## src/common/gat_pkg.sv

```systemverilog
package gat_pkg;

  localparam int unsigned NUM_PE     = 16;
  localparam int unsigned PE_W       = 12;
  localparam int unsigned LANE_IDX_W = $clog2(NUM_PE);
  localparam int unsigned SHIFT_W    = 2;

  // Sparse entry layout is {row_end, lane, shift, value}
  localparam int unsigned ENTRY_W         = 1 + LANE_IDX_W + SHIFT_W + PE_W;
  localparam int unsigned ENT_VALUE_LSB   = 0;
  localparam int unsigned ENT_SHIFT_LSB   = PE_W;
  localparam int unsigned ENT_LANE_LSB    = PE_W + SHIFT_W;
  localparam int unsigned ENT_ROW_END_BIT = ENTRY_W - 1;

  localparam int unsigned ENTRY_AW        = 18;
  localparam int unsigned ENTRY_DEPTH     = 1 << ENTRY_AW;
  localparam int unsigned ROW_W           = 14;
  localparam int unsigned FEAT_AW         = 16;
  localparam int unsigned FEAT_DW         = 32;
  localparam int unsigned FEAT_HALF_W     = FEAT_DW / 2;
  localparam int unsigned WORDS_PER_ROW   = NUM_PE / 2;
  localparam int unsigned WORD_IDX_W      = $clog2(WORDS_PER_ROW);
  localparam int unsigned FEAT_ADDR_LIMIT = 43328;

  localparam int unsigned CAPTURE_LANE  = 2;
  localparam int unsigned CAPTURE_ROW_A = 10;
  localparam int unsigned CAPTURE_ROW_B = 20;

  localparam int unsigned DMVM_LAT = 4;
  localparam int unsigned SM_LAT   = 3;
  localparam int unsigned AGGR_LAT = 5;
  localparam int unsigned TIMER_W  = 8;

  localparam int unsigned DBG_W          = 32;
  localparam int unsigned NUM_FLAGS      = 10;
  localparam int unsigned FLAG_FEAT_WR   = 9;
  localparam int unsigned FLAG_ADDR_OVER = 8;
  localparam int unsigned FLAG_SPMM_VLD  = 7;
  localparam int unsigned FLAG_SPMM_RDY  = 6;
  localparam int unsigned FLAG_DMVM_VLD  = 5;
  localparam int unsigned FLAG_DMVM_RDY  = 4;
  localparam int unsigned FLAG_SM_VLD    = 3;
  localparam int unsigned FLAG_SM_RDY    = 2;
  localparam int unsigned FLAG_AGGR_VLD  = 1;
  localparam int unsigned FLAG_AGGR_RDY  = 0;

  typedef logic [PE_W-1:0]      pe_data_t;
  typedef logic [ENTRY_W-1:0]   entry_t;
  typedef logic [ENTRY_AW-1:0]  entry_addr_t;
  typedef logic [ROW_W-1:0]     row_addr_t;
  typedef logic [FEAT_AW-1:0]   feat_addr_t;
  typedef logic [FEAT_DW-1:0]   feat_data_t;
  typedef logic [NUM_FLAGS-1:0] dbg_flags_t;

  typedef enum logic [2:0] {
    IDLE,
    SPMM_RUN,
    DMVM_RUN,
    SM_RUN,
    AGGR_RUN
  } seq_state_t;

endpackage

```

## src/logic/stage_timer.sv

```systemverilog
module stage_timer #(
  parameter int unsigned LATENCY = 1
) (
  input  logic clk,
  input  logic rst_n,
  input  logic vld_i,
  output logic rdy_o
);

  logic [gat_pkg::TIMER_W-1:0] cnt_q;

  always_ff @(posedge clk or negedge rst_n) begin
    if (!rst_n) begin
      cnt_q <= '0;
    end else if (vld_i) begin
      cnt_q <= gat_pkg::TIMER_W'(LATENCY);
    end else if (cnt_q != '0) begin
      cnt_q <= cnt_q - 1'b1;
    end
  end

  // Count of one is reached exactly LATENCY cycles after the load
  assign rdy_o = (cnt_q == gat_pkg::TIMER_W'(1));

endmodule

```

## config.mk

```make
export PLATFORM = sky130hd
export DESIGN_NAME = stage_timer
export DESIGN_NICKNAME = d
export VERILOG_FILES = /design/src/common/gat_pkg.sv /design/src/logic/stage_timer.sv
export SDC_FILE = /design/constraint.sdc
export NUM_CORES = 1
export LEC_CHECK = 0
export ABC_CLOCK_PERIOD_IN_PS = 2200
export BUFFER_PORTS_ARGS = -buffer_cell sky130_fd_sc_hd__buf_2
export CORE_AREA = 2 2 39 41
export CTS_CLUSTER_DIAMETER = 30
export DETAILED_ROUTE_END_ITERATION = 8
export DIE_AREA = 0 0 41 43
export RECOVER_POWER = 50
export SETUP_SLACK_MARGIN = 0.02
export SLEW_MARGIN = 20
export SYNTH_ARGS = -nofsm -noshare
export SYNTH_HDL_FRONTEND = slang
export SYNTH_SLANG_ARGS = --single-unit
```

## constraint.sdc

```tcl
create_clock -name clk -period 2.2 [get_ports clk]
set_input_delay 0.33 -clock clk [delete_from_list [all_inputs] [get_ports clk]]
set_output_delay 0.33 -clock clk [all_outputs]
set_load 0.005 [all_outputs]
```

# After elaboration in Yosys (flattened, before gate mapping)
# Cells that the tools add are included.
# word_totals
register_bits,8
latchBits,0
ramBits,0
rom_bits,0
output_inout_bits,1
memories,0
# classes
n_addsub,1
n_mul,0
div_mod_pow,0
n_lt_le_gt_ge,0
n_eq_ne,1
n_shift,0
mux,2
bitwise,0
reduce_logical,2
# op_table
cell,count
$mux W8,2
$eq A8 B1 Y1 const B,1
$reduce_bool A8 Y1,1
$sub A8 B1 Y8 const B,1
$reduce_bool A2 Y1,1

# Depth between registers and ports, before layout
# depth
ltp_word,3
ltp_mapped,5
depth_no_buf,5

# Worst setup path after synthesis
# No wires, ideal clock.
# synth_timing
path_kind,reg2reg
start,register cnt_q[0] (netlist name)
end,register cnt_q[4] (netlist name)
t_arrival_ns,1.593
setup_slack_ns,0.480
path_stages_with_launch,6
synth_period_minus_slack_ns,1.720
path_cell_list,dfrtp_1 inv_1 ha_1 or4b_1 o211ai_1 mux2_1
# synth_between
elab_chain_len,3
word_cells_on_any_way,5
# synth_lines
item,line_no,rtl
"start, declared",stage_timer.sv:10,logic [gat_pkg::TIMER_W-1:0] cnt_q;
"start signal, assigned",stage_timer.sv:16,cnt_q <= gat_pkg::TIMER_W'(LATENCY);
"start signal, assigned",stage_timer.sv:18,cnt_q <= cnt_q - 1'b1;
$sub A8 B1 Y8,stage_timer.sv:18,
$mux W8,stage_timer.sv:17,end else if (cnt_q != '0) begin
$mux W8,stage_timer.sv:15,end else if (vld_i) begin
# Several ways; a longest one is shown, not always the timed one. The select of a mux whose other input is x is not followed.
# A chain may end at the register's enable or synchronous reset.

# Final worst setup path
# Same ends and word-level chain as after synthesis.

==> results by group <==
Synthesis
  • Syn_nets: 57
  • Register area share after synthesis: 0.396
  • Yosys Warn Count: 0
  • Post-synth top flop: dfrtp_1
  • Post-synth ARST share: 1.00
  • Synth Area in Simple Gates: 0.225
  • Synth Area per Inst: 9.91 um^2
  • Post-synth EDFFs: 0
  • Post-synthesis register bit count: 8
  • XOR/XNOR Fraction of Synth Area: 0
  • Compound-gate portion of the synthesized area: 0.213
  • Largest family of logic cells by synthesized area: simple AND/OR/NAND/NOR gates
  • Synth cell types: 26
  • Synth Instances: 51
  • Post-Synth Adder-Cell Area: 0.0743
  • Netlist Area Pre-Place: 505 um^2
  • Mux cell area share after synthesis: 0.0446

Finish
  • Largest regs: cnt_q: 8 flops
  • Largest Register: cnt_q
  • Max reg flops: 8
  • Area growth from synthesis to layout: 14.4%
  • NumNets Final: 67
  • Ant diodes: 0
  • Post-layout util: 0.418
  • Share of layout cells above drive strength 1: 0.186

Power and ir drop
  • Power consumption: 846 uW
  • Sequential share of power: 0.338
  • VDD IR max: 0.000386 V
  • P_sw: 359 uW
  • Pleak: 0.265 nW
  • Power Dens Cells: 1460 mW/mm^2
  • Switching portion of total power: 0.425
  • Internal power: 487 uW
  • Clk pwr share: 0.133
  • Combinational power share: 0.530

Global route
  • Initial antenna violation count: 0
  • Largest net degree at the start of global routing: 12
  • GR Util All Layers: 0.148
  • GR Overflow Total: 0
  • Global-route wire length before repair: 1770 um
  • Vias in the first global route: 419

Setup path
  • Worst Setup Path Type: flop to flop
  • Worst path cell trace: inv_1, ha_1, or4b_1, o211ai_1, mux2_1
  • CP delay by family, top: simple AND/OR/NAND/NOR gates
  • Data arrival, critical path: 1.97 ns
  • Endpoint class of the critical path: flop
  • Critical Path RT: 2.33 ns
  • Buf/Inv on CP: 1
  • Max incr delay on CP: 0.49 ns
  • Slowest cell on crit path: or4b_1
  • Startpoint types: flop
  • Crit-path max FO: 5

Timing
  • Final count of pins violating max slew: 0
  • Setup TNS: 0 ns
  • Tcrit/Tclk final: 0.835
  • Clk_skew: 0.00140 ns
  • # setup viols final: 0
  • Worst Tran Pin Value: 0.457 ns
  • RSZ-0062 raised after global routing: no
  • Fmax: 0.545 GHz
  • Tightest hold margin: 0.382 ns
  • Max_slew headroom: 0.696
  • Final Hold Viols: 0
  • Minimum clock period: 1.84 ns

Floorplan
  • Die width: 41 um
  • Io pins: 4
  • Total core area: 0.00138 mm^2
  • Initial core utilization: 0.365
  • Num rows: 14
  • Die area: 0.00176 mm^2
  • Die Height: 43 um

Clocking
  • CTS Buffer Depth: 2
  • Root buf cell: clkbuf_4
  • Clk_lat worst skew: 0.25 ns
  • CTS tree: built
  • Hold buffer count at cts: 1
  • Post-CTS Setup Inserts: 0
  • Clk slew on worst S/H paths: 0.06 ns
  • Clock tree sinks: 8
  • CTS H-Tree Depth: 1
  • PostCTS Resize Cnt: 0
  • Inserted Clock Buffers: 3

Detailed routing
  • Via density: 5.63
  • Post-DRT Antenna Nets: 0
  • Number of DRC markers in iteration 0: 9
  • Routed WL per cell: 13.7 um
  • Final wirelength: 1020 um
  • DR pass1 iterations: 4
  • Drt drc: 0
  • Routed vias: 422

Outcome
  • Status: complete, no violations

Placement
  • RePlAce Congestion: 0.667
  • I/O Buffers: 3

Flow run
  • Max cap viols: 0

Hold path
  • Hold crit path type: input port to flop
final timing paths:
check,start,cells after the start,slack [ns],end
worst max-delay path,cnt_q[0]$_DFFE_PN0P_,5,0.36,cnt_q[4]$_DFFE_PN0P_
worst min-delay path,vld_i,2,0.38,cnt_q[7]$_DFFE_PN0P_
worst max register to register,cnt_q[0]$_DFFE_PN0P_,5,0.36,cnt_q[4]$_DFFE_PN0P_
worst min register to register,cnt_q[2]$_DFFE_PN0P_,2,0.64,cnt_q[2]$_DFFE_PN0P_
max in group asynchronous,rst_n,2,1.33,cnt_q[2]$_DFFE_PN0P_
min in group asynchronous,rst_n,2,0.56,cnt_q[1]$_DFFE_PN0P_
synth_stat cells, types with 2 or more instances:
cell type | count | area share
a21oi_1 | 4 | 0.040
nor2b_1 | 2 | 0.025
nor3_1 | 2 | 0.020
nand2_1 | 2 | 0.015
nor2_1 | 5 | 0.037
o31ai_1 | 2 | 0.030
a211oi_1 | 2 | 0.030
mux2_1 | 2 | 0.045
inv_1 | 4 | 0.030
ha_1 | 3 | 0.074
dfrtp_1 | 8 | 0.40
layout make-up:
cell class | count | area, um^2
inverters | 4 | 15.0
clock buffers | 3 | 22.5
fillers | 144 | 806
well taps | 16 | 20.0
flip-flops and latches | 8 | 200
multi-input cells | 38 | 282
repair buffers | 6 | 38.8
per-layer routing:
| layer | track usage | share of wire |
|---|---|---|
| met2 | 0.228 | 0.51 |
| met5 | 0 | 0 |
| met1 | 0.191 | 0.46 |
| met3 | 0.0157 | 0.023 |
| met4 | 0.0800 | 0.011 |
power by group through the flow:
stage | logic (mW) | clock network, mW | registers (mW)
finish | 0.448 | 0.112 | 0.286
global route | 0.511 | 0.124 | 0.297
CTS | 0.450 | 0.116 | 0.286
detailed placement | 0.443 | 0 | 0.287
global placement | 0.445 | 0 | 0.285
floorplan | 0.319 | 0 | 0.268
logic make-up (layout without fill, tap and decap cells):
family	after synthesis	in the layout
AOI/OAI and AO/OA	15	15
buffers and inverters	5	13
muxes	2	2
DFF	8	8
and+or+nand+nor	18	18
adders and majority gates	3	3
layout by cell type, fill, tap and decap left out, drive strengths merged, types with 2 or more instances in the layout:
master  count
dfrtp       8
ha          3
nor2        5
nand2       2
a21oi       4
clkbuf      4
inv         4
a211oi      2
mux2        2
nor3        2
buf         4
a21o        2
nor2b       2
or4         2
o31ai       2
through the flow:
step / area [um^2] / setup slack, ns / cells
2_1_floorplan: 505 / 0.480 / 51
3_3_place_gp: 547 / 0.396 / 71
3_5_place_dp: 547 / 0.366 / 71
4_1_cts: 579 / 0.353 / 75
5_1_grt: 578 / 0.283 / 75
6_report: 578 / 0.364 / 75
(Power assumes the default switching activity.)
