`src/common/gat_pkg.sv`:
```
package gat_pkg;

  localparam int unsigned NUM_PE     = 16;
  localparam int unsigned PE_W       = 12;
  localparam int unsigned LANE_IDX_W = $clog2(NUM_PE);
  localparam int unsigned SHIFT_W    = 2;

  // Sparse entry layout is {row_end, lane, shift, value}
  localparam int unsigned ENTRY_W         = 1 + LANE_IDX_W + SHIFT_W + PE_W;
  localparam int unsigned ENT_VALUE_LSB   = 0;
  localparam int unsigned ENT_SHIFT_LSB   = PE_W;
  localparam int unsigned ENT_LANE_LSB    = PE_W + SHIFT_W;
  localparam int unsigned ENT_ROW_END_BIT = ENTRY_W - 1;

  localparam int unsigned ENTRY_AW        = 18;
  localparam int unsigned ENTRY_DEPTH     = 1 << ENTRY_AW;
  localparam int unsigned ROW_W           = 14;
  localparam int unsigned FEAT_AW         = 16;
  localparam int unsigned FEAT_DW         = 32;
  localparam int unsigned FEAT_HALF_W     = FEAT_DW / 2;
  localparam int unsigned WORDS_PER_ROW   = NUM_PE / 2;
  localparam int unsigned WORD_IDX_W      = $clog2(WORDS_PER_ROW);
  localparam int unsigned FEAT_ADDR_LIMIT = 43328;

  localparam int unsigned CAPTURE_LANE  = 2;
  localparam int unsigned CAPTURE_ROW_A = 10;
  localparam int unsigned CAPTURE_ROW_B = 20;

  localparam int unsigned DMVM_LAT = 4;
  localparam int unsigned SM_LAT   = 3;
  localparam int unsigned AGGR_LAT = 5;
  localparam int unsigned TIMER_W  = 8;

  localparam int unsigned DBG_W          = 32;
  localparam int unsigned NUM_FLAGS      = 10;
  localparam int unsigned FLAG_FEAT_WR   = 9;
  localparam int unsigned FLAG_ADDR_OVER = 8;
  localparam int unsigned FLAG_SPMM_VLD  = 7;
  localparam int unsigned FLAG_SPMM_RDY  = 6;
  localparam int unsigned FLAG_DMVM_VLD  = 5;
  localparam int unsigned FLAG_DMVM_RDY  = 4;
  localparam int unsigned FLAG_SM_VLD    = 3;
  localparam int unsigned FLAG_SM_RDY    = 2;
  localparam int unsigned FLAG_AGGR_VLD  = 1;
  localparam int unsigned FLAG_AGGR_RDY  = 0;

  typedef logic [PE_W-1:0]      pe_data_t;
  typedef logic [ENTRY_W-1:0]   entry_t;
  typedef logic [ENTRY_AW-1:0]  entry_addr_t;
  typedef logic [ROW_W-1:0]     row_addr_t;
  typedef logic [FEAT_AW-1:0]   feat_addr_t;
  typedef logic [FEAT_DW-1:0]   feat_data_t;
  typedef logic [NUM_FLAGS-1:0] dbg_flags_t;

  typedef enum logic [2:0] {
    IDLE,
    SPMM_RUN,
    DMVM_RUN,
    SM_RUN,
    AGGR_RUN
  } seq_state_t;

endpackage

```
`src/logic/feat_writer.sv`:
```
module feat_writer (
  input  logic                                    clk,
  input  logic                                    rst_n,
  input  logic                                    row_vld_i,
  input  gat_pkg::row_addr_t                      row_i,
  input  gat_pkg::pe_data_t [gat_pkg::NUM_PE-1:0] sppe_i,
  input  gat_pkg::feat_addr_t                     feat_base_i,
  output logic                                    busy_o,
  output logic                                    feat_bram_ena_o,
  output gat_pkg::feat_addr_t                     feat_bram_addra_o,
  output gat_pkg::feat_data_t                     feat_bram_din_o
);

  logic                                    active_q;
  logic [gat_pkg::WORD_IDX_W-1:0]          word_q;
  gat_pkg::feat_addr_t                     row_addr_q;
  gat_pkg::pe_data_t [gat_pkg::NUM_PE-1:0] lanes_q;

  always_ff @(posedge clk or negedge rst_n) begin
    if (!rst_n) begin
      active_q <= 1'b0;
      word_q   <= '0;
    end else if (row_vld_i) begin
      active_q <= 1'b1;
      word_q   <= '0;
    end else if (active_q) begin
      word_q <= word_q + 1'b1;
      if (word_q == gat_pkg::WORD_IDX_W'(gat_pkg::WORDS_PER_ROW - 1)) begin
        active_q <= 1'b0;
      end
    end
  end

  // Row snapshot and its first feature address
  always_ff @(posedge clk) begin
    if (row_vld_i) begin
      lanes_q    <= sppe_i;
      row_addr_q <= gat_pkg::feat_addr_t'(feat_base_i + row_i * gat_pkg::WORDS_PER_ROW);
    end
  end

  // Word k carries lane 2k+1 in the upper half and lane 2k in the lower half
  always_comb begin
    feat_bram_din_o = '0;
    feat_bram_din_o[gat_pkg::FEAT_HALF_W +: gat_pkg::PE_W] = lanes_q[{word_q, 1'b1}];
    feat_bram_din_o[0 +: gat_pkg::PE_W]                    = lanes_q[{word_q, 1'b0}];
  end

  assign feat_bram_addra_o = row_addr_q + word_q;
  assign feat_bram_ena_o   = active_q;
  assign busy_o            = active_q;

endmodule

```
`config.mk`:
```
export PLATFORM = sky130hd
export DESIGN_NAME = feat_writer
export DESIGN_NICKNAME = d
export VERILOG_FILES = /design/src/common/gat_pkg.sv /design/src/logic/feat_writer.sv
export SDC_FILE = /design/constraint.sdc
export NUM_CORES = 1
export LEC_CHECK = 0
export BUFFER_PORTS_ARGS = -buffer_cell sky130_fd_sc_hd__buf_2
export CAP_MARGIN = 20
export CELL_PAD_IN_SITES_DETAIL_PLACEMENT = 0
export CELL_PAD_IN_SITES_GLOBAL_PLACEMENT = 2
export CORE_ASPECT_RATIO = 0.75
export CORE_UTILIZATION = 39
export DETAILED_ROUTE_END_ITERATION = 16
export PLACE_DENSITY = 0.95
export SKIP_LAST_GASP = 1
export SLEW_MARGIN = 20
export SYNTH_ARGS = -nofsm -noshare
export SYNTH_HDL_FRONTEND = slang
export SYNTH_SLANG_ARGS = --single-unit
export TNS_END_PERCENT = 10
```
`constraint.sdc`:
```
create_clock -name clk -period 3.2 [get_ports clk]
set_input_delay 0.32 -clock clk [delete_from_list [all_inputs] [get_ports clk]]
set_output_delay 0.32 -clock clk [all_outputs]
set_load 0.02 [all_outputs]
```
# Word-level counts from Yosys, hierarchy flattened
# Index checks and enable logic that the tools add are counted.
# totals
wordCells,35
out_inout_bits,50
reg_bits,212
# classes
n_mux,9
order_cmp,2
n_eq_ne,1
add_sub_neg,3
n_reduce_logical,1
# ops
operator,count
binary-select mux 12 bit (select 3 bit),2
two-way mux 12 bit,2
adder 16 bit,1
adder 16 x 3 -> 16 bit,1
"< comparator 4 x 5 -> 1 bit, second input constant",2
two-way mux 3 bit,2
"adder 3 x 1 -> 3 bit, second input constant",1
"equality test 3 bit, second input constant",1
two-way mux 1 bit,3
nonzero test 2 bit,1

# Longest topological paths before layout
# logic_depth
word_depth,4
depth_mapped,7

# Worst setup path before layout
# Ideal clock, no wire load.
# synth_path
path_type,flip-flop to output port
from,reg word_q[1] (netlist bit)
to,out feat_bram_addra_o[11]
stages_incl_launch_ff,8
arrival_ns,1.869
required_ns,2.880
setup_slack_ns,1.011
path_cell_list,dfrtp_1 > ha_1 > a21o_1 > a21oi_1 > or2_2 > clkbuf_1 > nor2_1 > xnor2_1
# synth_between
elab_chain_len,1
# synth_lines
item,line,source
from (decl),feat_writer.sv:15,logic [gat_pkg::WORD_IDX_W-1:0] word_q;
from (signal assigned),feat_writer.sv:27,word_q <= word_q + 1'b1;
adder 16 x 3 -> 16 bit,feat_writer.sv:49,assign feat_bram_addra_o = row_addr_q + word_q;
to (decl),feat_writer.sv:10,"output gat_pkg::feat_addr_t feat_bram_addra_o,"
# Every way passes these cells.

# Worst setup path in the final report
# layout_path
from,reg word_q[0] (netlist bit)
to,out feat_bram_addra_o[10]
# The elaborated chain is that of the path after synthesis.

==> metrics <==
Final HPWL DP=13560 um; Worst path slowest cell=dfrtp_4; CP arrival=2.69 ns; Via density=4.866; Setup CP Type=register to output pin; Crit path max-delay family=adder cells; P&R area growth vs syn=49.00%; IO Port Bufs=265; ys flop type=edfxtp_1; total leakage power=5.137 nW; pwr/cell area=549.1 nW/um^2; largest net degree at the start of global routing=120; Setup WS pre-CTS=0.6722 ns; row count=47; DP Cell Count=979; CTS tree=done; first-pass GRT wire length=34850 um; Hold Crit Class=primary input to register; Skew-Pair Late Insertion Delay=0.49 ns; Die ar.=23170 um^2; die width=175.4 um; nature of the critical path endpoint=output pin; CP max stage delay=0.59 ns; Worst Skew=0.0004565 ns; DRC Markers=0; H-tree levels=1; most frequent cells in the layout=buf_2 (264), edfxtp_1 (208), dlygate4sd3_1 (194); PostCTS Resize Cnt=0; Mapped Avg Cell Area=20.36 um^2; Area contributors post-synth=edfxtp_1 (71%), mux4_2 (12%), mux2_2 (3.1%); commonest non-fill, non-tap cell in the layout=buf_2; top-area cell type share of the netlist area=0.7100; Final setup viols=0; Setup Total Neg Slack=0 ns; Syn Std Cell Area=8797 um^2; fillers=1638; Worst R2R Start=word_q[1]$_DFFE_PN0P_; internal reg-to-reg setup slack=1.14 ns; Synth cell types=40; slew margin rel.=0.3755; vias in the first global route=6458; Final GP Congestion=0.8540; Root Buffer=clkbuf_16; GR Overflow Total=0; register area share after synthesis=0.7214; Sink Count=212; WP buf/inv=1; Die Y=132.1 um; fin crit share=0.9405; layout cells sized above 1=0.4124; Placeable Area=22110 um^2; clock-pin slew on the worst setup and hold paths=0.06 ns; Seq cells post-synth=212; Hold Slack=0.04290 ns; highest clock rate=0.3323 GHz; non-filler cells, final=1213; Post-Synthesis Cells=432; dpl cell area=10440 um^2; clk buf depth=3; number of diodes=0; synth warn=0; peak supply drop=0.3945 mV; CTS Buf Count=22; DR vias=5903; FFs w/ async S/R, synth=0.01887; final-report max-slew violation count=0; status=finished clean; Final Hold Viols=0; WL/cell=18.90 um; pin slew with the least headroom to its limit=0.9368 ns; Hold Startpoint=sppe_i[49]; CP Cell Sequence=ha_1, fa_1, a21oi_1, nor2_1, nand4_1, xnor2_1, buf_2; drt pass-1 iters=5; RSZ-0062 raised after global routing=no; Hold-fix buffers, CTS=191; I/O pin count=275; FF-to-FF End=word_q[2]$_DFFE_PN0P_; crit-path max FO=11; crit start category=register; Hold Crit Depth=1; initial antenna violation count=0; max cap viols=0; nets=1147; R2R cell count=5; GRT Overall Usage=0.1982; drt total wl=22920 um; Pwr Total=7.198 mW; CP required=2.88 ns; Synth area leader=edfxtp_1; Worst Hold End=lanes_q[49]$_DFFE_PP_; min cycle time layout=3.009 ns; setup bufs post-CTS=0; Finished Cell Area=13110 um^2; post-layout util=0.5928; Post-synth EDFFs=208; Initial Util=0.3979; Initial DRC Count=374; setup ws final=0.1905 ns; final antenna-violating net count=0
worst register-to-register path: stages (launching register included):
cell and delay, ns:
dfrtp_2 0.57, buf_4 0.58, ha_1 0.33, ha_1 0.22, mux2i_1 0.15, nor2_1 0.06
synthesized netlist by cell type, types with 3 or more instances:
library cell / n
ha_1: 17
xnor2_1: 16
a21o_1: 5
nor2_1: 13
a21oi_1: 14
buf_2: 5
dfrtp_1: 4
clkbuf_1: 5
edfxtp_1: 208
nand2_1: 12
xor2_1: 10
inv_1: 3
mux2_2: 24
buf_4: 9
nand4_1: 7
mux4_2: 48
area by class of cell:
type / instances / area (um^2) / share of cell area
Sequential cell: 212 / 6351 / 0.4845
Tap cell: 294 / 367.9 / 0.02806
Inverter: 3 / 11.26 / 0.0008591
Clock buffer: 27 / 590.6 / 0.04506
Multi-Input combinational cell: 200 / 2296 / 0.1752
Timing Repair Buffer: 464 / 3352 / 0.2557
Clock inverter: 13 / 138.9 / 0.01060
registers in the layout, indices dropped and copies added (netlist names):
name,cells
lanes_q,192
row_addr_q,16
word_q,3
busy_o,1
per-layer routing:
metal	vias to the layer above	routed length, um	GRT usage
met1	2869	8826	0.2399
met2	297	11720	0.3558
li1	2694	-	-
met3	43	1743	0.04239
met4	0	630	0.05700
met5	-	0	0
report_power, final:
group | leakage (nW) | switching [mW] | internal, mW
logic | 2.70 | 0.565 | 0.628
clock network | 0.352 | 1.03 | 1.55
registers | 2.08 | 0.101 | 3.32
kinds of logic (layout without fill, tap and decap cells):
kind of cell	Yosys count	after routing	share of synthesized area
compound gates	31	31	0.02361
xor+xnor	26	26	0.02588
fa+ha+maj	19	19	0.02873
buf+inv	27	507	0.02062
flops	212	212	0.7214
mux	74	74	0.1559
other cells	1	8	0.0004263
simple gates	42	42	0.02347
worst max path at each step:
| stage | slack, ns | start | endpoint | cells after the start |
|---|---|---|---|---|
| 2_1_floorplan | 1.01 | word_q[1]$_DFFE_PN0P_ | feat_bram_addra_o[11] | 7 |
| 3_3_place_gp | 0.70 | word_q[0]$_DFFE_PN0P_ | feat_bram_addra_o[10] | 7 |
| 3_5_place_dp | 0.67 | word_q[0]$_DFFE_PN0P_ | feat_bram_addra_o[10] | 7 |
| 4_1_cts | 0.12 | word_q[0]$_DFFE_PN0P_ | feat_bram_addra_o[10] | 7 |
| 5_1_grt | 0.02 | word_q[0]$_DFFE_PN0P_ | feat_bram_addra_o[10] | 7 |
| 6_report | 0.19 | word_q[0]$_DFFE_PN0P_ | feat_bram_addra_o[10] | 7 |
(Power assumes the default switching activity.)
