File: src/common/gat_pkg.sv
package gat_pkg;

  localparam int unsigned NUM_PE     = 16;
  localparam int unsigned PE_W       = 12;
  localparam int unsigned LANE_IDX_W = $clog2(NUM_PE);
  localparam int unsigned SHIFT_W    = 2;

  // Sparse entry layout is {row_end, lane, shift, value}
  localparam int unsigned ENTRY_W         = 1 + LANE_IDX_W + SHIFT_W + PE_W;
  localparam int unsigned ENT_VALUE_LSB   = 0;
  localparam int unsigned ENT_SHIFT_LSB   = PE_W;
  localparam int unsigned ENT_LANE_LSB    = PE_W + SHIFT_W;
  localparam int unsigned ENT_ROW_END_BIT = ENTRY_W - 1;

  localparam int unsigned ENTRY_AW        = 18;
  localparam int unsigned ENTRY_DEPTH     = 1 << ENTRY_AW;
  localparam int unsigned ROW_W           = 14;
  localparam int unsigned FEAT_AW         = 16;
  localparam int unsigned FEAT_DW         = 32;
  localparam int unsigned FEAT_HALF_W     = FEAT_DW / 2;
  localparam int unsigned WORDS_PER_ROW   = NUM_PE / 2;
  localparam int unsigned WORD_IDX_W      = $clog2(WORDS_PER_ROW);
  localparam int unsigned FEAT_ADDR_LIMIT = 43328;

  localparam int unsigned CAPTURE_LANE  = 2;
  localparam int unsigned CAPTURE_ROW_A = 10;
  localparam int unsigned CAPTURE_ROW_B = 20;

  localparam int unsigned DMVM_LAT = 4;
  localparam int unsigned SM_LAT   = 3;
  localparam int unsigned AGGR_LAT = 5;
  localparam int unsigned TIMER_W  = 8;

  localparam int unsigned DBG_W          = 32;
  localparam int unsigned NUM_FLAGS      = 10;
  localparam int unsigned FLAG_FEAT_WR   = 9;
  localparam int unsigned FLAG_ADDR_OVER = 8;
  localparam int unsigned FLAG_SPMM_VLD  = 7;
  localparam int unsigned FLAG_SPMM_RDY  = 6;
  localparam int unsigned FLAG_DMVM_VLD  = 5;
  localparam int unsigned FLAG_DMVM_RDY  = 4;
  localparam int unsigned FLAG_SM_VLD    = 3;
  localparam int unsigned FLAG_SM_RDY    = 2;
  localparam int unsigned FLAG_AGGR_VLD  = 1;
  localparam int unsigned FLAG_AGGR_RDY  = 0;

  typedef logic [PE_W-1:0]      pe_data_t;
  typedef logic [ENTRY_W-1:0]   entry_t;
  typedef logic [ENTRY_AW-1:0]  entry_addr_t;
  typedef logic [ROW_W-1:0]     row_addr_t;
  typedef logic [FEAT_AW-1:0]   feat_addr_t;
  typedef logic [FEAT_DW-1:0]   feat_data_t;
  typedef logic [NUM_FLAGS-1:0] dbg_flags_t;

  typedef enum logic [2:0] {
    IDLE,
    SPMM_RUN,
    DMVM_RUN,
    SM_RUN,
    AGGR_RUN
  } seq_state_t;

endpackage

File: src/spmm/spmm_engine.sv
module spmm_engine (
  input  logic                                    clk,
  input  logic                                    rst_n,
  input  logic                                    spmm_vld_i,
  input  gat_pkg::entry_addr_t                    nnz_i,
  input  gat_pkg::entry_t                         h_data_bram_dout_i,
  input  logic                                    busy_i,
  output gat_pkg::entry_addr_t                    h_data_bram_addrb_o,
  output logic                                    row_vld_o,
  output gat_pkg::row_addr_t                      wh_bram_addra_o,
  output gat_pkg::pe_data_t [gat_pkg::NUM_PE-1:0] sppe_o,
  output logic                                    spmm_rdy_o
);

  typedef enum logic [1:0] {
    ENG_IDLE,
    ENG_RUN,
    ENG_DRAIN
  } eng_state_t;

  eng_state_t                              state_q;
  gat_pkg::entry_addr_t                    rd_addr_q;
  gat_pkg::entry_addr_t                    remain_q;
  logic                                    data_vld_q;
  logic                                    row_vld_q;
  logic                                    rdy_q;
  gat_pkg::row_addr_t                      row_q;
  gat_pkg::pe_data_t [gat_pkg::NUM_PE-1:0] lanes_q;
  gat_pkg::pe_data_t [gat_pkg::NUM_PE-1:0] lanes_d;

  logic                            stall;
  logic                            consume;
  logic                            last_entry;
  logic                            ent_row_end;
  logic [gat_pkg::LANE_IDX_W-1:0]  ent_lane;
  logic [gat_pkg::SHIFT_W-1:0]     ent_shift;
  gat_pkg::pe_data_t               ent_value;
  gat_pkg::pe_data_t               ent_term;

  assign ent_row_end = h_data_bram_dout_i[gat_pkg::ENT_ROW_END_BIT];
  assign ent_lane    = h_data_bram_dout_i[gat_pkg::ENT_LANE_LSB +: gat_pkg::LANE_IDX_W];
  assign ent_shift   = h_data_bram_dout_i[gat_pkg::ENT_SHIFT_LSB +: gat_pkg::SHIFT_W];
  assign ent_value   = h_data_bram_dout_i[gat_pkg::ENT_VALUE_LSB +: gat_pkg::PE_W];
  assign ent_term    = ent_value << ent_shift;  // Upper bits fall off so lanes wrap

  // The row on sppe_o must stay put until the writer has taken it
  assign stall      = busy_i | row_vld_q;
  assign consume    = (state_q == ENG_RUN) && data_vld_q && !stall;
  assign last_entry = (remain_q == gat_pkg::entry_addr_t'(1));

  // Holding the address keeps the stalled entry on the read port
  assign h_data_bram_addrb_o = consume ? rd_addr_q + 1'b1 : rd_addr_q;

  always_ff @(posedge clk or negedge rst_n) begin
    if (!rst_n) begin
      state_q    <= ENG_IDLE;
      rd_addr_q  <= '0;
      remain_q   <= '0;
      data_vld_q <= 1'b0;
      row_vld_q  <= 1'b0;
      rdy_q      <= 1'b0;
      row_q      <= '0;
    end else begin
      rdy_q     <= 1'b0;
      row_vld_q <= consume && ent_row_end;
      if (row_vld_q) begin
        row_q <= row_q + 1'b1;
      end
      if (spmm_vld_i) begin
        state_q    <= ENG_RUN;
        rd_addr_q  <= '0;
        remain_q   <= nnz_i;
        data_vld_q <= 1'b0;
        row_q      <= '0;
      end else begin
        case (state_q)
          ENG_RUN: begin
            rd_addr_q  <= h_data_bram_addrb_o;
            data_vld_q <= 1'b1;
            if (consume) begin
              remain_q <= remain_q - 1'b1;
              if (last_entry) state_q <= ENG_DRAIN;
            end
          end
          ENG_DRAIN: begin
            if (!stall) begin  // Last row has been fully written
              rdy_q   <= 1'b1;
              state_q <= ENG_IDLE;
            end
          end
          default: state_q <= ENG_IDLE;
        endcase
      end
    end
  end

  always_comb begin
    lanes_d = lanes_q;
    if (spmm_vld_i || row_vld_q) begin
      lanes_d = '0;
    end else if (consume) begin
      lanes_d[ent_lane] = lanes_q[ent_lane] + ent_term;
    end
  end

  always_ff @(posedge clk) begin
    lanes_q <= lanes_d;
  end

  assign row_vld_o       = row_vld_q;
  assign wh_bram_addra_o = row_q;
  assign sppe_o          = lanes_q;
  assign spmm_rdy_o      = rdy_q;

endmodule

File: config.mk
export PLATFORM = sky130hd
export DESIGN_NAME = spmm_engine
export DESIGN_NICKNAME = d
export VERILOG_FILES = /design/src/common/gat_pkg.sv /design/src/spmm/spmm_engine.sv
export SDC_FILE = /design/constraint.sdc
export NUM_CORES = 1
export LEC_CHECK = 0
export BUFFER_PORTS_ARGS = -buffer_cell sky130_fd_sc_hd__buf_2
export CAP_MARGIN = 20
export CELL_PAD_IN_SITES_DETAIL_PLACEMENT = 1
export CELL_PAD_IN_SITES_GLOBAL_PLACEMENT = 1
export CORE_UTILIZATION = 37
export DETAILED_ROUTE_END_ITERATION = 16
export PLACE_DENSITY = 0.75
export SYNTH_ARGS = -nofsm -noshare
export SYNTH_HDL_FRONTEND = slang
export SYNTH_SLANG_ARGS = --single-unit
File: constraint.sdc
create_clock -name clk -period 3.3 [get_ports clk]
set_clock_uncertainty 0.2 [all_clocks]
set_input_delay 0.33 -clock clk [delete_from_list [all_inputs] [get_ports clk]]
set_output_delay 0.33 -clock clk [all_outputs]
set_load 0.05 [all_outputs]
; ---- Word-level counts from Yosys, hierarchy flattened
; Cells that the tools add are included.
; Widths: inputs -> output; s select.
[totals]
register_bits = 247
input_bits = 41
out_inout_bits = 226
word_cells = 71
[op_classes]
addsub = 4
n_lt_le_gt_ge = 2
n_eq_ne = 6
shifts = 1
muxes = 23
bitwise = 1
n_reduce_logical = 11
[op_table]
columns = operator, n
row1 = $bwmux 192, 1
row2 = $mux 18, 6
row3 = $bmux 12 s4, 1
row4 = $demux 12 s4, 1
row5 = $mux 14, 2
row6 = $mux 12, 2
row7 = $add 18x1->18 const B, 1
row8 = $eq 18x1->1 const B, 1
row9 = $sub 18x1->18 const B, 1
row10 = $add 14x1->14 const B, 1
row11 = $add 12x12->12, 1
row12 = $shl 12x2->12, 1
row13 = $ne 3x3->1 const B, 3
row14 = $mux 2, 4
row15 = $reduce_bool 2->1, 3
row16 = $lt 4x5->1 const B, 1
row17 = $mux 1, 5
row18 = $ge 4x1->1 const B, 1
row19 = $logic_and 1x1->1, 4
row20 = $pmux 2 s2, 1
row21 = $reduce_and 3->1, 1
row22 = $eq 2x1->1 const B, 1
row23 = $eq 2x2->1 const B, 1
row24 = $reduce_and 2->1, 1
row25 = other kinds (3), 3

; ---- Depth between registers and ports, before layout
[depth]
ltp_word = 6
ltp_mapped = 16
depth_no_buf = 11

; ---- Least setup slack after synthesis
; OpenSTA, ideal clock, no wires.
[synth_path]
path_kind = input to register
startpoint = in h_data_bram_dout_i[14]
endpoint = reg lanes_q (netlist bit sppe_o[130])
setup_time_ns = 0.131
arrival_ns = 3.910
required_ns = 2.969
setup_slack_ns = -0.941
cell_stages = 13
path_buffers = 4
path_cell_list = buf_6 -> buf_1 -> mux4_2 -> mux4_2 -> ha_1 -> clkbuf_1 -> a21o_1 -> a21o_1 -> a21o_1 -> or2_2 -> o211ai_1 -> buf_2 -> o41ai_1
[synth_between]
elab_chain_cells = 5
elab_cells_between_ends = 9
classes_between = 1 x add/sub / 2 x order compare / 5 x mux / 1 x reduce/logical
[synth_lines]
columns = item, line_no
row1 = "start, declared", spmm_engine.sv:6  ; input gat_pkg::entry_t h_data_bram_dout_i,
row2 = "parallel branches: the longest is 4 deep, another holds $add 12x12->12", n/a
row3 = $bwmux 192 *, spmm_engine.sv:102  ; lanes_d[ent_lane] = lanes_q[ent_lane] + ent_term;
row4 = "end signal, assigned", spmm_engine.sv:107  ; lanes_q <= lanes_d;
row5 = "end, declared", spmm_engine.sv:28  ; gat_pkg::pe_data_t [gat_pkg::NUM_PE-1:0] lanes_q;
; Mark *: on every way between the ends. The select of a mux whose other input is x is not followed.
; A chain may end at the register's enable or synchronous reset.

; ---- Final worst setup path
[layout_path]
startpoint = reg lanes_q (netlist bit sppe_o[132])
endpoint = reg lanes_q (netlist bit sppe_o[58])
[layout_between]
elab_chain_cells = 4
[layout_lines]
columns = item, line_no
row1 = $bmux 12 s4, spmm_engine.sv:102
row2 = $mux 12 (not written as such), spmm_engine.sv:102
row3 = $add 12x12->12, spmm_engine.sv:102
row4 = $bwmux 192, spmm_engine.sv:102
; No other way between the ends. The select of a mux whose other input is x is not followed.

==> impl_metrics.ini <==
[run_status]
status = finished, violations left
violations = setup timing

[global_route]
grtUsageMet1_pct = 37.8
use_met2_pct = 48.0
grt_start_max_net_pins = 81
overflow = 0
top_usage_layer = met2
grt_pass1_wl_um = 72800
use_met3_pct = 5.17
track_usage_pct = 29.0
antenna_found_initial = 0
grt_pass1_vias = 12000

[logic_synthesis]
yosys_warnings = 0
synth_area_um2 = 11700
avgSynthCellArea_um2 = 9.21
synth_top_area_cell = dfxtp_1
synth_fp_nets = 1332
synthesis.instances = 1275
synthTopCellsByArea = dfxtp_1, mux4_2, dfrtp_1
synth_top_area_share_pct = 32.7
synth-edff-count = 0
yosys-top-cells-count = nand2_1, dfxtp_1, a21oi_1, mux4_2, nand3_1
yosysMostFrequentCell = nand2_1
ys_types = 60
async_flop_share_pct = 22.3
synth-main-ff-cell = dfxtp_1
ys_ff_latch = 247
yosysSeqAreaShare_pct = 44.4

[clock_network]
htree_levels = 1
clkLatencyLatePin_ps = 580
clk_pin_slew_ps = 70
cts_tree = done
cts_sinks = 247
numCtsBuffers = 28
cts.root.buffer_cell = clkbuf_16
cts_buffer_depth = 3

[placement]
placed_area_um2 = 14700
port_buffers = 266
hpwl_um = 34600
gp_congestion = 0.890
dp_slack_ps = -572

[timing]
finalCriticalPeriod_ps = 3720
finalCritPeriodShare_pct = 113
tns_ps = -19420
slew_viol_final = 0
setup_violations = 119
worst_slack_ps = -416
max_freq_mhz = 269
slew_headroom_pct = 30.6
hold_viol = 0
rsz0062_at_grt = true
worst_slew_pin_slew_ps = 1040
whs_ps = 57.9

[pwr]
power.leakage_nw = 7.29
p_per_area_nw_per_um2 = 434
ir_drop_v = 0.000389

[detailed_routing]
post_drt_wl_per_cell_um = 24.0
wl_um = 50600
drc_errors = 0
vias = 12100
viasPerCell = 5.73
postRouteAntennaNets = 0
first_iter_violations = 928
dr.pass1.iters = 5

[critical_path]
start_kind = register
cp-endpoint = sppe_o[58]
reg2reg_slack_ps = -420
end_kind = register
crit_required_ps = 3510
crit_type = reg2reg
path_max_fanout = 8
startpoint = sppe_o[132]
arrival_ps = 3920
rr_startpoint = sppe_o[132]
r2r_cells = 13
worstReg2RegEnd = sppe_o[58]

[floorplan]
die_w_um = 180
die_y_um = 180
core_area_um2 = 30900
rows = 64
ios = 267
floorplan.initialDensity_pct = 38.0
dieArea_um2 = 32500

[final_layout]
drive_gt1_share_pct = 43.0
stdcell_area_um2 = 16800
final_nets = 1750
fillCellCount = 3547
num_antenna_cells = 0
area_growth_syn_to_layout_pct = 42.9

[worst_hold_path]
hold_class = in2async

[flow_run]
maxCapViolations = 0
-- power breakdown --
part	leakage (nW)	internal (mW)	switching, mW
Sequential	2.28	3.03	0.0416
Clock	0.476	1.90	1.36
Combinational	4.54	0.363	0.592
Total	7.29	5.30	1.99
-- how the worst min path moves through the flow --
stage | start | endpoint | cells past startpoint
after floorplan | rst_n | data_vld_q | 0
after global placement | rst_n | rd_addr_q[5] | 1
after detailed placement | rst_n | rd_addr_q[6] | 1
after CTS | rst_n | remain_q[1] | 2
after global routing | rst_n | rd_addr_q[7] | 2
final | rst_n | remain_q[15] | 2
-- layer usage --
| metal | vias to the layer above | share of wire [%] |
|---|---|---|
| met4 | 0 | 3.9 |
| met3 | 128 | 7.7 |
| met1 | 6112 | 41 |
| met5 | - | 0 |
| li1 | 5296 | - |
| met2 | 543 | 48 |
-- critical path, cell delays in order (launching register included) --
cell	delay, ps
dfxtp_2	320
mux4_2	520
mux4_2	520
ha_4	190
inv_2	60
fa_2	230
nor2b_4	50
o211ai_1	320
a21oi_2	170
o211a_1	270
o211ai_1	240
buf_4	210
buf_12	150
o41ai_2	70
-- registers in the layout, indices dropped and copies added, names as in the netlist --
register,cells
sppe_o,192
rd_addr_q,18
remain_q,18
wh_bram_addra_o,14
state_q,2
data_vld_q,1
row_vld_o,1
spmm_rdy_o,1
-- layout by cell type (no fill, tap or decap), types with 6 or more instances in the layout --
| cell | synthesis | routed |
|---|---|---|
| nand2_2 | 0 | 19 |
| xor2_1 | 22 | 21 |
| ha_4 | 0 | 6 |
| dfxtp_1 | 192 | 185 |
| buf_12 | 0 | 15 |
| mux4_2 | 67 | 67 |
| a211oi_1 | 18 | 17 |
| clkinv_2 | 0 | 7 |
| nor2_2 | 4 | 6 |
| clkbuf_1 | 64 | 6 |
| nand3_2 | 0 | 6 |
| nand2_1 | 297 | 267 |
| o41ai_2 | 0 | 7 |
| nor4_1 | 9 | 9 |
| dfrtp_1 | 55 | 55 |
| clkbuf_16 | 0 | 33 |
| dfxtp_2 | 0 | 7 |
| o21ai_1 | 3 | 9 |
| and3_1 | 10 | 9 |
| buf_4 | 7 | 181 |
| a21oi_2 | 0 | 38 |
| nand2_4 | 0 | 11 |
| nor2b_1 | 23 | 21 |
| nand3_1 | 65 | 56 |
| a21oi_1 | 152 | 112 |
| nor2_1 | 57 | 53 |
| o21ai_2 | 0 | 12 |
| buf_6 | 3 | 6 |
| xnor2_1 | 29 | 28 |
| buf_2 | 21 | 264 |
| o21ai_0 | 55 | 37 |
| ha_1 | 15 | 7 |
| dlygate4sd3_1 | 0 | 22 |
| inv_1 | 10 | 9 |
-- per-stage QoR --
| step | util [%] | total power, mW | cells |
|---|---|---|---|
| floorplan | - | 3.59 | 1275 |
| global placement | 47.7 | 3.91 | 2019 |
| detailed placement | 47.7 | 3.93 | 2019 |
| CTS | 52.1 | 7.18 | 2100 |
| global route | 54.3 | 7.47 | 2109 |
| finish | 54.3 | 7.28 | 2109 |
-- cell families after synthesis --
logic type	count (synthesis)	synth area share [%]
xor gates and xnor gates	52	3.94
muxes	71	13.2
buffers and inverters	114	4.28
and+or+nand+nor	510	19.6
DFF	247	44.4
AOI/OAI and AO/OA	265	12.8
adders and majority gates	16	1.77
-- layout make-up --
cell class	count	area, µm²	share of cell area, %
multi-input cells	914	6720	40.1
flip-flops and latches	247	5230	31.2
repair buffers	492	3340	19.9
clock buffers	41	865	5.15
well taps	396	495	2.95
clock inverters	9	95.1	0.567
inverters	10	37.5	0.224
-- timing repair --
action / CTS / global route
resized for setup: 32 / 156
buffers inserted: 8 / 9
gates cloned: 1 / 2
setup endpoints to repair: 87 / 140
hold buffers: 22 / 0
hold endpoints to repair: 46 / 0
pin swaps: 11 / 24
Power figures use the tool's default switching activity.
