File: config.mk
export PLATFORM = sky130hd
export DESIGN_NAME = debugger
export DESIGN_NICKNAME = d
export VERILOG_FILES = /design/src/common/gat_pkg.sv /design/src/debugger/debugger.sv
export SDC_FILE = /design/constraint.sdc
export NUM_CORES = 1
export LEC_CHECK = 0
export ABC_CLOCK_PERIOD_IN_PS = 1600
export BUFFER_PORTS_ARGS = -buffer_cell sky130_fd_sc_hd__clkbuf_2
export CAP_MARGIN = 20
export CORE_ASPECT_RATIO = 1.2
export CORE_UTILIZATION = 43
export DETAILED_ROUTE_END_ITERATION = 10
export GPL_ROUTABILITY_DRIVEN = 0
export PLACE_DENSITY = 0.77
export RECOVER_POWER = 100
export SYNTH_ARGS = -nofsm -noshare
export SYNTH_HDL_FRONTEND = slang
export SYNTH_SLANG_ARGS = --single-unit
export TNS_END_PERCENT = 5
File: constraint.sdc
create_clock -name clk -period 1.6 [get_ports clk]
set_input_delay 0.08 -clock clk [delete_from_list [all_inputs] [get_ports clk]]
set_output_delay 0.08 -clock clk [all_outputs]
set_load 0.05 [all_outputs]
File: src/common/gat_pkg.sv
package gat_pkg;

  localparam int unsigned NUM_PE     = 16;
  localparam int unsigned PE_W       = 12;
  localparam int unsigned LANE_IDX_W = $clog2(NUM_PE);
  localparam int unsigned SHIFT_W    = 2;

  // Sparse entry layout is {row_end, lane, shift, value}
  localparam int unsigned ENTRY_W         = 1 + LANE_IDX_W + SHIFT_W + PE_W;
  localparam int unsigned ENT_VALUE_LSB   = 0;
  localparam int unsigned ENT_SHIFT_LSB   = PE_W;
  localparam int unsigned ENT_LANE_LSB    = PE_W + SHIFT_W;
  localparam int unsigned ENT_ROW_END_BIT = ENTRY_W - 1;

  localparam int unsigned ENTRY_AW        = 18;
  localparam int unsigned ENTRY_DEPTH     = 1 << ENTRY_AW;
  localparam int unsigned ROW_W           = 14;
  localparam int unsigned FEAT_AW         = 16;
  localparam int unsigned FEAT_DW         = 32;
  localparam int unsigned FEAT_HALF_W     = FEAT_DW / 2;
  localparam int unsigned WORDS_PER_ROW   = NUM_PE / 2;
  localparam int unsigned WORD_IDX_W      = $clog2(WORDS_PER_ROW);
  localparam int unsigned FEAT_ADDR_LIMIT = 43328;

  localparam int unsigned CAPTURE_LANE  = 2;
  localparam int unsigned CAPTURE_ROW_A = 10;
  localparam int unsigned CAPTURE_ROW_B = 20;

  localparam int unsigned DMVM_LAT = 4;
  localparam int unsigned SM_LAT   = 3;
  localparam int unsigned AGGR_LAT = 5;
  localparam int unsigned TIMER_W  = 8;

  localparam int unsigned DBG_W          = 32;
  localparam int unsigned NUM_FLAGS      = 10;
  localparam int unsigned FLAG_FEAT_WR   = 9;
  localparam int unsigned FLAG_ADDR_OVER = 8;
  localparam int unsigned FLAG_SPMM_VLD  = 7;
  localparam int unsigned FLAG_SPMM_RDY  = 6;
  localparam int unsigned FLAG_DMVM_VLD  = 5;
  localparam int unsigned FLAG_DMVM_RDY  = 4;
  localparam int unsigned FLAG_SM_VLD    = 3;
  localparam int unsigned FLAG_SM_RDY    = 2;
  localparam int unsigned FLAG_AGGR_VLD  = 1;
  localparam int unsigned FLAG_AGGR_RDY  = 0;

  typedef logic [PE_W-1:0]      pe_data_t;
  typedef logic [ENTRY_W-1:0]   entry_t;
  typedef logic [ENTRY_AW-1:0]  entry_addr_t;
  typedef logic [ROW_W-1:0]     row_addr_t;
  typedef logic [FEAT_AW-1:0]   feat_addr_t;
  typedef logic [FEAT_DW-1:0]   feat_data_t;
  typedef logic [NUM_FLAGS-1:0] dbg_flags_t;

  typedef enum logic [2:0] {
    IDLE,
    SPMM_RUN,
    DMVM_RUN,
    SM_RUN,
    AGGR_RUN
  } seq_state_t;

endpackage

File: src/debugger/debugger.sv
module debugger (
  input  logic                     clk,
  input  logic                     rst_n,
  input  logic                     clear_i,
  input  logic                     spmm_vld_i,
  input  logic                     spmm_rdy_i,
  input  logic                     dmvm_vld_i,
  input  logic                     dmvm_rdy_i,
  input  logic                     sm_vld_i,
  input  logic                     sm_rdy_i,
  input  logic                     aggr_vld_i,
  input  logic                     aggr_rdy_i,
  input  logic                     row_vld_i,
  input  gat_pkg::row_addr_t       wh_bram_addra_i,
  input  gat_pkg::pe_data_t        sppe2_i,
  input  logic                     feat_bram_ena_i,
  input  gat_pkg::feat_addr_t      feat_bram_addra_i,
  output logic [gat_pkg::DBG_W-1:0] debug_1_o,
  output logic [gat_pkg::DBG_W-1:0] debug_2_o,
  output logic [gat_pkg::DBG_W-1:0] debug_3_o
);

  gat_pkg::dbg_flags_t              flags_q;
  gat_pkg::dbg_flags_t              flags_set;
  logic [gat_pkg::DBG_W-1:0]        sm_cnt_q;
  gat_pkg::pe_data_t                cap_a_q;
  gat_pkg::pe_data_t                cap_b_q;

  always_comb begin
    flags_set                          = '0;
    flags_set[gat_pkg::FLAG_FEAT_WR]   = feat_bram_ena_i;
    flags_set[gat_pkg::FLAG_ADDR_OVER] = feat_bram_ena_i &&
        (feat_bram_addra_i >= gat_pkg::feat_addr_t'(gat_pkg::FEAT_ADDR_LIMIT));
    flags_set[gat_pkg::FLAG_SPMM_VLD]  = spmm_vld_i;
    flags_set[gat_pkg::FLAG_SPMM_RDY]  = spmm_rdy_i;
    flags_set[gat_pkg::FLAG_DMVM_VLD]  = dmvm_vld_i;
    flags_set[gat_pkg::FLAG_DMVM_RDY]  = dmvm_rdy_i;
    flags_set[gat_pkg::FLAG_SM_VLD]    = sm_vld_i;
    flags_set[gat_pkg::FLAG_SM_RDY]    = sm_rdy_i;
    flags_set[gat_pkg::FLAG_AGGR_VLD]  = aggr_vld_i;
    flags_set[gat_pkg::FLAG_AGGR_RDY]  = aggr_rdy_i;
  end

  always_ff @(posedge clk or negedge rst_n) begin
    if (!rst_n) begin
      flags_q  <= '0;
      sm_cnt_q <= '0;
      cap_a_q  <= '0;
      cap_b_q  <= '0;
    end else if (clear_i) begin
      flags_q  <= '0;
      sm_cnt_q <= '0;
      cap_a_q  <= '0;
      cap_b_q  <= '0;
    end else begin
      flags_q <= flags_q | flags_set;  // Bits stay set until cleared
      if (sm_vld_i) begin
        sm_cnt_q <= sm_cnt_q + 1'b1;
      end
      if (row_vld_i && wh_bram_addra_i == gat_pkg::row_addr_t'(gat_pkg::CAPTURE_ROW_A)) begin
        cap_a_q <= sppe2_i;
      end
      if (row_vld_i && wh_bram_addra_i == gat_pkg::row_addr_t'(gat_pkg::CAPTURE_ROW_B)) begin
        cap_b_q <= sppe2_i;
      end
    end
  end

  assign debug_1_o = sm_cnt_q;
  assign debug_2_o = gat_pkg::DBG_W'(flags_q);
  assign debug_3_o = {{(gat_pkg::FEAT_HALF_W - gat_pkg::PE_W){1'b0}}, cap_b_q,
                      {(gat_pkg::FEAT_HALF_W - gat_pkg::PE_W){1'b0}}, cap_a_q};

endmodule

=== After elaboration in Yosys (flattened, before gate mapping) ===
Cells that the tools add are included.

* $add $sub $neg: 1
* Multiply operators: 0
* Divide/modulo/power cells: 0
* $lt $le $gt $ge: 1
* Eq/ne operators: 2
* Shift operators: 0
* Muxes and demuxes: 7
* Bitwise logic cells: 1
* Reduce and logical (&&, ||, !) cells: 6

{| class="wikitable"
|+ Operators by type and width
! kind !! count
|-
| 32-bit two-way mux || 2
|-
| 12-bit two-way mux || 4
|-
| 32-bit by 1-bit adder with 32-bit output, second input constant || 1
|-
| 16-bit >= comparator, second input constant || 1
|-
| 14-bit by 4-bit == test with 1-bit output, second input constant || 1
|-
| 14-bit by 5-bit == test with 1-bit output, second input constant || 1
|-
| 10-bit two-way mux || 1
|-
| 10-bit bitwise OR || 1
|-
| 2-bit nonzero test || 3
|-
| 1-bit logical AND || 3
|}

* Bits in registers: 66
* Bits in latches: 0
* RAM bits: 0
* Memory bits (read-only): 0
* Input bits: 55
* Output and inout port bits: 96
* Word-level logic and storage cells: 22
* Memories: 0

=== Longest topological paths before layout ===
Gate-level depths: netlist of run 1.

* Depth in word-level cells: 4
* Gate-level depth with buffers: 7

=== Worst setup path before layout of run 1 ===
OpenSTA, ideal clock, no wires.

* Path kind: reg-to-reg
* Start point: register sm_cnt_q, in the netlist debug_1_o[6]
* End point: register sm_cnt_q, in the netlist debug_1_o[29]
* Arrival: 1.947 ns
* Data required time: 1.522 ns
* Slack: -0.425 ns
* Cell stages (with the launch flop): 6
* Cells stage by stage: dfrtp_1 -> and4_4 -> nand4_1 -> buf_2 -> or4_1 -> a21oi_1

* Word-level cells in the longest chain between the ends: 3

{| class="wikitable"
|+ RTL lines
! element !! RTL line !! RTL
|-
| start, declared || debugger.sv:25 || <nowiki>logic [gat_pkg::DBG_W-1:0] sm_cnt_q;</nowiki>
|-
| start signal, assigned || debugger.sv:58 || <nowiki>sm_cnt_q <= sm_cnt_q + 1'b1;</nowiki>
|-
| 32-bit by 1-bit adder with 32-bit output || debugger.sv:58 ||
|-
| 32-bit two-way mux || debugger.sv:57 || <nowiki>if (sm_vld_i) begin</nowiki>
|-
| 32-bit two-way mux || debugger.sv:50 || <nowiki>end else if (clear_i) begin</nowiki>
|}

Every way passes these cells. The select of a mux whose other input is x is not followed.
A chain may end at the register's enable or synchronous reset.

=== Worst setup path in the final report of run 1 ===
* Start point: register sm_cnt_q, in the netlist debug_1_o[6]
* End point: register sm_cnt_q, in the netlist debug_1_o[23]

Same word-level chain as after synthesis.

==> flow_metrics.tcl, run 1 <==
set metrics [dict create \
    outcome "finished, violations left" \
    violations "setup timing" \
    place_ws_ns -0.1152 \
    grt_pass1_vias 2874 \
    cp-start-kind "flip-flop" \
    yosys_most_used_dff "dfrtp_1" \
    rows 34 \
    cts-root-buf "clkbuf_8" \
    whs_ns 0.01275 \
    worstMarginPinSlew_ns 1.228 \
    worstPathMaxFanout 19 \
    cts_buffer_depth 2 \
    min_period_over_period_pct 102.7 \
    syn-cell-area_um2 3319 \
    drv_slew 0 \
    grt_usage_pct 20.88 \
    crit_chain "and4_4 > nand4_1 > buf_6 > or4_1 > a21oi_2" \
    cts_tree "yes" \
    drv_cap 0 \
    cp-end-kind "flip-flop" \
    setup_violations 10 \
    synth-seq-cells 66 \
    fill_cells 641 \
    powerDensity_nw_per_um2 768.9 \
    numCtsBuffers 9 \
    cts.sink_count 66 \
    fp.coreArea_um2 7360 \
    p_total_mw 3.555 \
    grt_max_degree 69 \
    clkTransAtPathRegs_ns 0.08 \
    antenna_left 0 \
    netlist.area_leader.share_pct 49.75 \
    ir_drop_v 0.0006107 \
    min_period_ns 1.644 \
    yosysMostFrequentCell "dfrtp_1" \
    clkLatencyLatePin_ns 0.34 \
    synth_cell_types 35 \
    dp_hpwl_um 5793 \
    grt.overflow.total 0 \
    yosysSeqAreaShare_pct 49.75 \
    layoutNonFillerInstCount 597 \
    grt_pass1_wl_um 12850 \
    start_util_pct 45.10 \
    route.detailed.drc 0 \
    drive_gt1_share_pct 43.00 \
    worst_slack_ns -0.04384 \
    wire_per_inst_um 13.65 \
    dp.cells 563 \
    slew_headroom_pct 18.12 \
    area_growth_pct 39.28 \
    fmax_mhz 608.3 \
    power_leakage_nw 2.428 \
    synth.area.top_cells "dfrtp_1, mux2i_1, buf_4" \
    rsz0062_at_grt "yes" \
    yosysTopAreaCell "dfrtp_1" \
    die_x_um 82.21 \
    h-tree-depth 3 \
    critPathArrivalTime_ns 1.91 \
    via_per_inst 5.126 \
    fin_worst_skew_ns 0.01067 \
    syn_avg_cell_area_um2 10.03 \
    drt_iter0_drc 150 \
    yosysWarnings 0 \
    synth_edf_count 0 \
    synth_commonest_cells "dfrtp_1, nor2_1, buf_4" \
    antenna_found_initial 0 \
    die-area_um2 8076 \
    portBuffers 114 \
    vias 3060 \
    antenna_cells 0 \
    critPathMaxStageDelay_ns 0.53 \
    crit_required_ns 1.86 \
    path_class "flip-flop to flip-flop" \
    fp.dieH_um 98.25 \
    synth-async-reset-ratio_pct 100.0 \
    pin_count 151 \
    wl_um 8148 \
    synth_cells 331 \
    drtPass1Iterations 4 \
    nNetsFinal 558 \
    crit_slowest_cell "or4_1" \
    hold_class "primary input to flip-flop" \
    hold_violations 0 \
]
-- layout make-up --
cell class | count | area [µm²] | share of cell area (%)
multi-input cells | 243 | 1499 | 32.42
clock inverters | 3 | 40.04 | 0.8660
repair buffers | 179 | 1131 | 24.47
flip-flops and latches | 66 | 1680 | 36.35
clock buffers | 13 | 148.9 | 3.221
well taps | 90 | 112.6 | 2.436
inverters | 3 | 11.26 | 0.2436
-- path summary, 6_finish.rpt --
check	start	end	slack, ns	cells past startpoint
setup / recovery	debug_1_o[6]	debug_1_o[23]	-0.04	5
hold / removal	sppe2_i[0]	cap_a_q[0]	0.01	3
setup reg to reg	debug_1_o[6]	debug_1_o[23]	-0.04	5
hold reg to reg	flags_q[4]	flags_q[4]	0.49	2
max in group asynchronous	rst_n	debug_1_o[3]	0.25	2
min in group asynchronous	rst_n	debug_1_o[21]	0.52	2
-- where the power goes --
part,switching (mW),internal (mW),leakage [nW]
clock,0.600,0.760,0.0974
sequential,0.0141,1.69,0.869
combinational,0.364,0.126,1.46
total,0.978,2.58,2.43
-- registers in the layout, summed over array words and instances, names as in the netlist --
| name | cells |
|---|---|
| flags_q | 10 |
| cap_b_q | 12 |
| cap_a_q | 12 |
| debug_1_o | 32 |
-- routing by layer --
| layer | track usage [%] | up-vias | wire length [µm] |
|---|---|---|---|
| li1 | - | 1460 | - |
| met1 | 23.82 | 1459 | 3245 |
| met2 | 35.79 | 127 | 4274 |
| met3 | 5.140 | 14 | 460 |
| met4 | 9.582 | 0 | 168 |
| met5 | 0 | - | 0 |
-- timing repair --
| item | in CTS | in global routing |
|---|---|---|
| gates resized for setup | 7 | 10 |
| hold endpoints to repair | 33 | 0 |
| buffers inserted | 2 | 0 |
| hold buffers | 15 | 0 |
| setup endpoints to repair | 17 | 19 |
| cloned | 1 | 0 |
| pin swaps | 0 | 3 |
-- stage by stage --
step                      area, µm²  util, %  TNS, ns
after floorplan                3457        -   -2.965
after global placement         4204    57.12  -0.3474
after detailed placement       4204    57.12  -0.9510
after CTS                      4589    62.36  -0.2319
after global routing           4623    62.82   -1.338
final                          4623    62.82  -0.2637
-- cells in the final DEF (no fill, tap or decap), types with 2 or more instances in the layout --
cell | netlist | final
nand4_2 | 1 | 2
a21oi_2 | 0 | 2
nand4_1 | 13 | 13
buf_4 | 31 | 45
clkbuf_8 | 0 | 10
a21oi_1 | 21 | 19
clkbuf_1 | 11 | 4
o21ai_0 | 7 | 6
nor2b_1 | 2 | 2
and4_4 | 1 | 3
nand2_1 | 9 | 8
and3_1 | 3 | 2
xor2_1 | 8 | 8
or4_4 | 0 | 2
dlygate4sd3_1 | 0 | 15
inv_1 | 3 | 3
clkbuf_2 | 0 | 113
and2_1 | 4 | 4
o31ai_1 | 15 | 15
buf_12 | 0 | 2
clkinv_2 | 0 | 2
or3_1 | 5 | 5
conb_1 | 1 | 30
buf_6 | 2 | 3
mux2_2 | 2 | 2
mux2i_1 | 25 | 25
nor4bb_1 | 2 | 2
or4_1 | 15 | 13
dfrtp_2 | 0 | 23
nor2_1 | 56 | 56
dfrtp_1 | 66 | 43
nand3_1 | 9 | 8
-- cells by family (layout without fill, tap and decap cells) --
kind of cell | after synthesis | after routing | share of synthesized area [%]
muxes | 27 | 27 | 8.217
other | 1 | 30 | 0.1130
and+or+nand+nor | 130 | 131 | 21.07
DFF | 66 | 66 | 49.75
AOI/OAI and AO/OA | 45 | 45 | 8.066
buffers and inverters | 52 | 198 | 10.03
adders and majority gates | 1 | 1 | 0.3769
xor gates and xnor gates | 9 | 9 | 2.375
-- worst max-delay path: cells and delay by family, from the launching register on --
family / cells / cell delay (ns)
flops: 1 / 0.36
compound gates: 1 / 0.14
buf+inv: 1 / 0.17
simple gates: 3 / 0.90
No activity file was read; power rests on OpenSTA's default activity.
==> inputs of run 2 (changes only) <==
--- a/config.mk
+++ b/config.mk
@@ -9,10 +9,11 @@
 export BUFFER_PORTS_ARGS = -buffer_cell sky130_fd_sc_hd__clkbuf_2
 export CAP_MARGIN = 20
 export CORE_ASPECT_RATIO = 1.2
-export CORE_UTILIZATION = 43
+export CORE_UTILIZATION = 44
+export CTS_BUF_LIST = sky130_fd_sc_hd__clkbuf_4
 export DETAILED_ROUTE_END_ITERATION = 10
 export GPL_ROUTABILITY_DRIVEN = 0
-export PLACE_DENSITY = 0.77
+export PLACE_DENSITY = 0.79
 export RECOVER_POWER = 100
 export SYNTH_ARGS = -nofsm -noshare
 export SYNTH_HDL_FRONTEND = slang
==> run 2 against run 1 <==
Final cell count is 0.84% higher; non-clock buffer count is 6 higher; highest routed layer unchanged; clock power is 32% lower; the flow still finishes with violations (setup timing); largest power group unchanged; sequential share of layout area is 1.4 points higher; register-to-register slack worse by 0.03 ns; critical path type unchanged; utilization is 1.6 points lower; combinational power hardly changed.
==> flow_metrics.tcl, run 2 (same netlist as run 1, synthesis figures left out) <==
set metrics [dict create \
    outcome "finished, violations left" \
    violations "setup timing" \
    area_growth_pct 34.11 \
    antenna_left 0 \
    highest_layer "met4" \
    clkTransAtPathRegs_ns 0.11 \
    grt_pass1_vias 2937 \
    drv_slew 0 \
    die_x_um 81.29 \
    grt.overflow.total 0 \
    drt_iter0_drc 149 \
    dp_hpwl_um 5559 \
    portBuffers 114 \
    power_leakage_nw 2.183 \
    largest_register_ffs 32 \
    fp.coreArea_um2 7274 \
    most-common-layout-cells "clkbuf_2, clkbuf_1, nor2_1" \
    worstPathMaxFanout 19 \
    ir_drop_v 0.0004780 \
    grt_max_degree 69 \
    whs_ns 0.08371 \
    mostFrequentLayoutCell "clkbuf_2" \
    setup_tns_ns -0.3568 \
    crit_required_ns 1.92 \
    drtPass1Iterations 4 \
    seqPwrFrac_pct 54.7 \
    wl_met1_um 3247 \
    cp-end-kind "flip-flop" \
    dp.cells 562 \
    start_util_pct 45.63 \
    fp.dieH_um 97.15 \
    clkLatencyLatePin_ns 0.39 \
    swShare_pct 30.12 \
    fmax_mhz 598.3 \
    cp-start-kind "flip-flop" \
    cts_tree "yes" \
    pwr-share-comb_pct 15.7 \
    min_period_over_period_pct 104.5 \
    drive_gt1_share_pct 30.08 \
    die-area_um2 7897 \
    min_period_ns 1.672 \
    grt_usage_pct 21.74 \
    postPlaceCellArea_um2 4184 \
    vias 3080 \
    rows 34 \
    powerDensity_nw_per_um2 699.5 \
    via_per_inst 5.116 \
    path_class "flip-flop to flip-flop" \
    fin_worst_skew_ns 0.01662 \
    nNetsFinal 563 \
    cts.sink_count 66 \
    cts-root-buf "clkbuf_4" \
    hold_class "primary input to flip-flop" \
    antenna_cells 0 \
    intPower_mw 2.176 \
    slew_headroom_pct 40.77 \
    grt_pass1_wl_um 13320 \
    h-tree-depth 3 \
    cts_buffer_depth 2 \
    drv_cap 0 \
    layoutNonFillerInstCount 602 \
    wl_um 8134 \
    pin_count 151 \
    worst_slack_ns -0.07154 \
    numCtsBuffers 9 \
    dr_wl_met3_um 402 \
    route.detailed.drc 0 \
    fin_area_um2 4452 \
    pwr-share-clk_pct 29.6 \
    rsz0062_at_grt "yes" \
    hold_violations 0 \
    critPathArrivalTime_ns 1.99 \
    worstMarginPinSlew_ns 0.8885 \
    setup_violations 11 \
    wire_per_inst_um 13.51 \
    met2_length_um 4305 \
    p_total_mw 3.114 \
    antenna_found_initial 0 \
    switchingPower_mw 0.9378 \
]
-- run 2: changes by cell type in the layout (fill, tap and decap cells not counted), moves of 8 or more --
cell	change
clkbuf_8	-10
clkbuf_4	+14
buf_4	-16
dlygate4sd3_1	+8
clkbuf_2	-47
clkbuf_1	+57
-- run 2: path summary, 6_finish.rpt --
path                       depth (start not counted)          from             to  slack, ns
min reg2reg                                        2    flags_q[1]     flags_q[1]       0.50
max in group asynchronous                          3         rst_n   debug_1_o[7]       0.51
max reg2reg                                        5  debug_1_o[6]  debug_1_o[21]      -0.07
max                                                5  debug_1_o[6]  debug_1_o[21]      -0.07
min                                                4      sm_vld_i     flags_q[3]       0.08
min in group asynchronous                          3         rst_n  debug_1_o[20]       0.44
-- run 2: routing by layer --
layer  GRT usage (%)  vias to the layer above
met1           27.21                     1477
met2           36.35                      120
li1                -                     1468
met4           9.341                        0
met5               0                        -
met3           3.380                       15
-- run 2: metrics by stage --
stage / setup slack, ns / utilization (%)
3_5_place_dp: -0.1690 / 57.52
3_3_place_gp: -0.06301 / 57.52
6_report: -0.07154 / 61.20
5_1_grt: -0.1298 / 61.20
4_1_cts: -0.06446 / 62.49
2_1_floorplan: -0.2329 / -
-- run 2: cell type report --
type | count | area (µm²)
Timing Repair Buffer | 185 | 1046
Clock inverter | 4 | 20.02
Fill cell | 656 | 2823
Sequential cell | 66 | 1680
Inverter | 3 | 11.26
Clock buffer | 12 | 90.09
Multi-Input combinational cell | 242 | 1491
Tap cell | 90 | 112.6
-- run 2: power groups by stage --
stage	Sequential, mW	Combinational, mW	Clock [mW]
floorplan	1.82	0.279	0
global placement	1.73	0.446	0
detailed placement	1.74	0.455	0
CTS	1.70	0.502	0.964
global route	1.71	0.523	1.04
finish	1.70	0.488	0.922
-- run 2: what timing repair did --
item / CTS / global route
buffers inserted: 0 / 1
resized for setup: 7 / 8
pin swaps: 13 / 2
hold buffers: 23 / 0
endpoints found under the hold margin: 99 / 0
endpoints found under the setup margin: 19 / 18
-- run 2: worst max-delay path: stages (launching register included) --
cell	delay [ns]
dfrtp_2	0.38
and4_4	0.28
nand4_1	0.12
buf_6	0.18
or4_1	0.49
a21oi_1	0.16
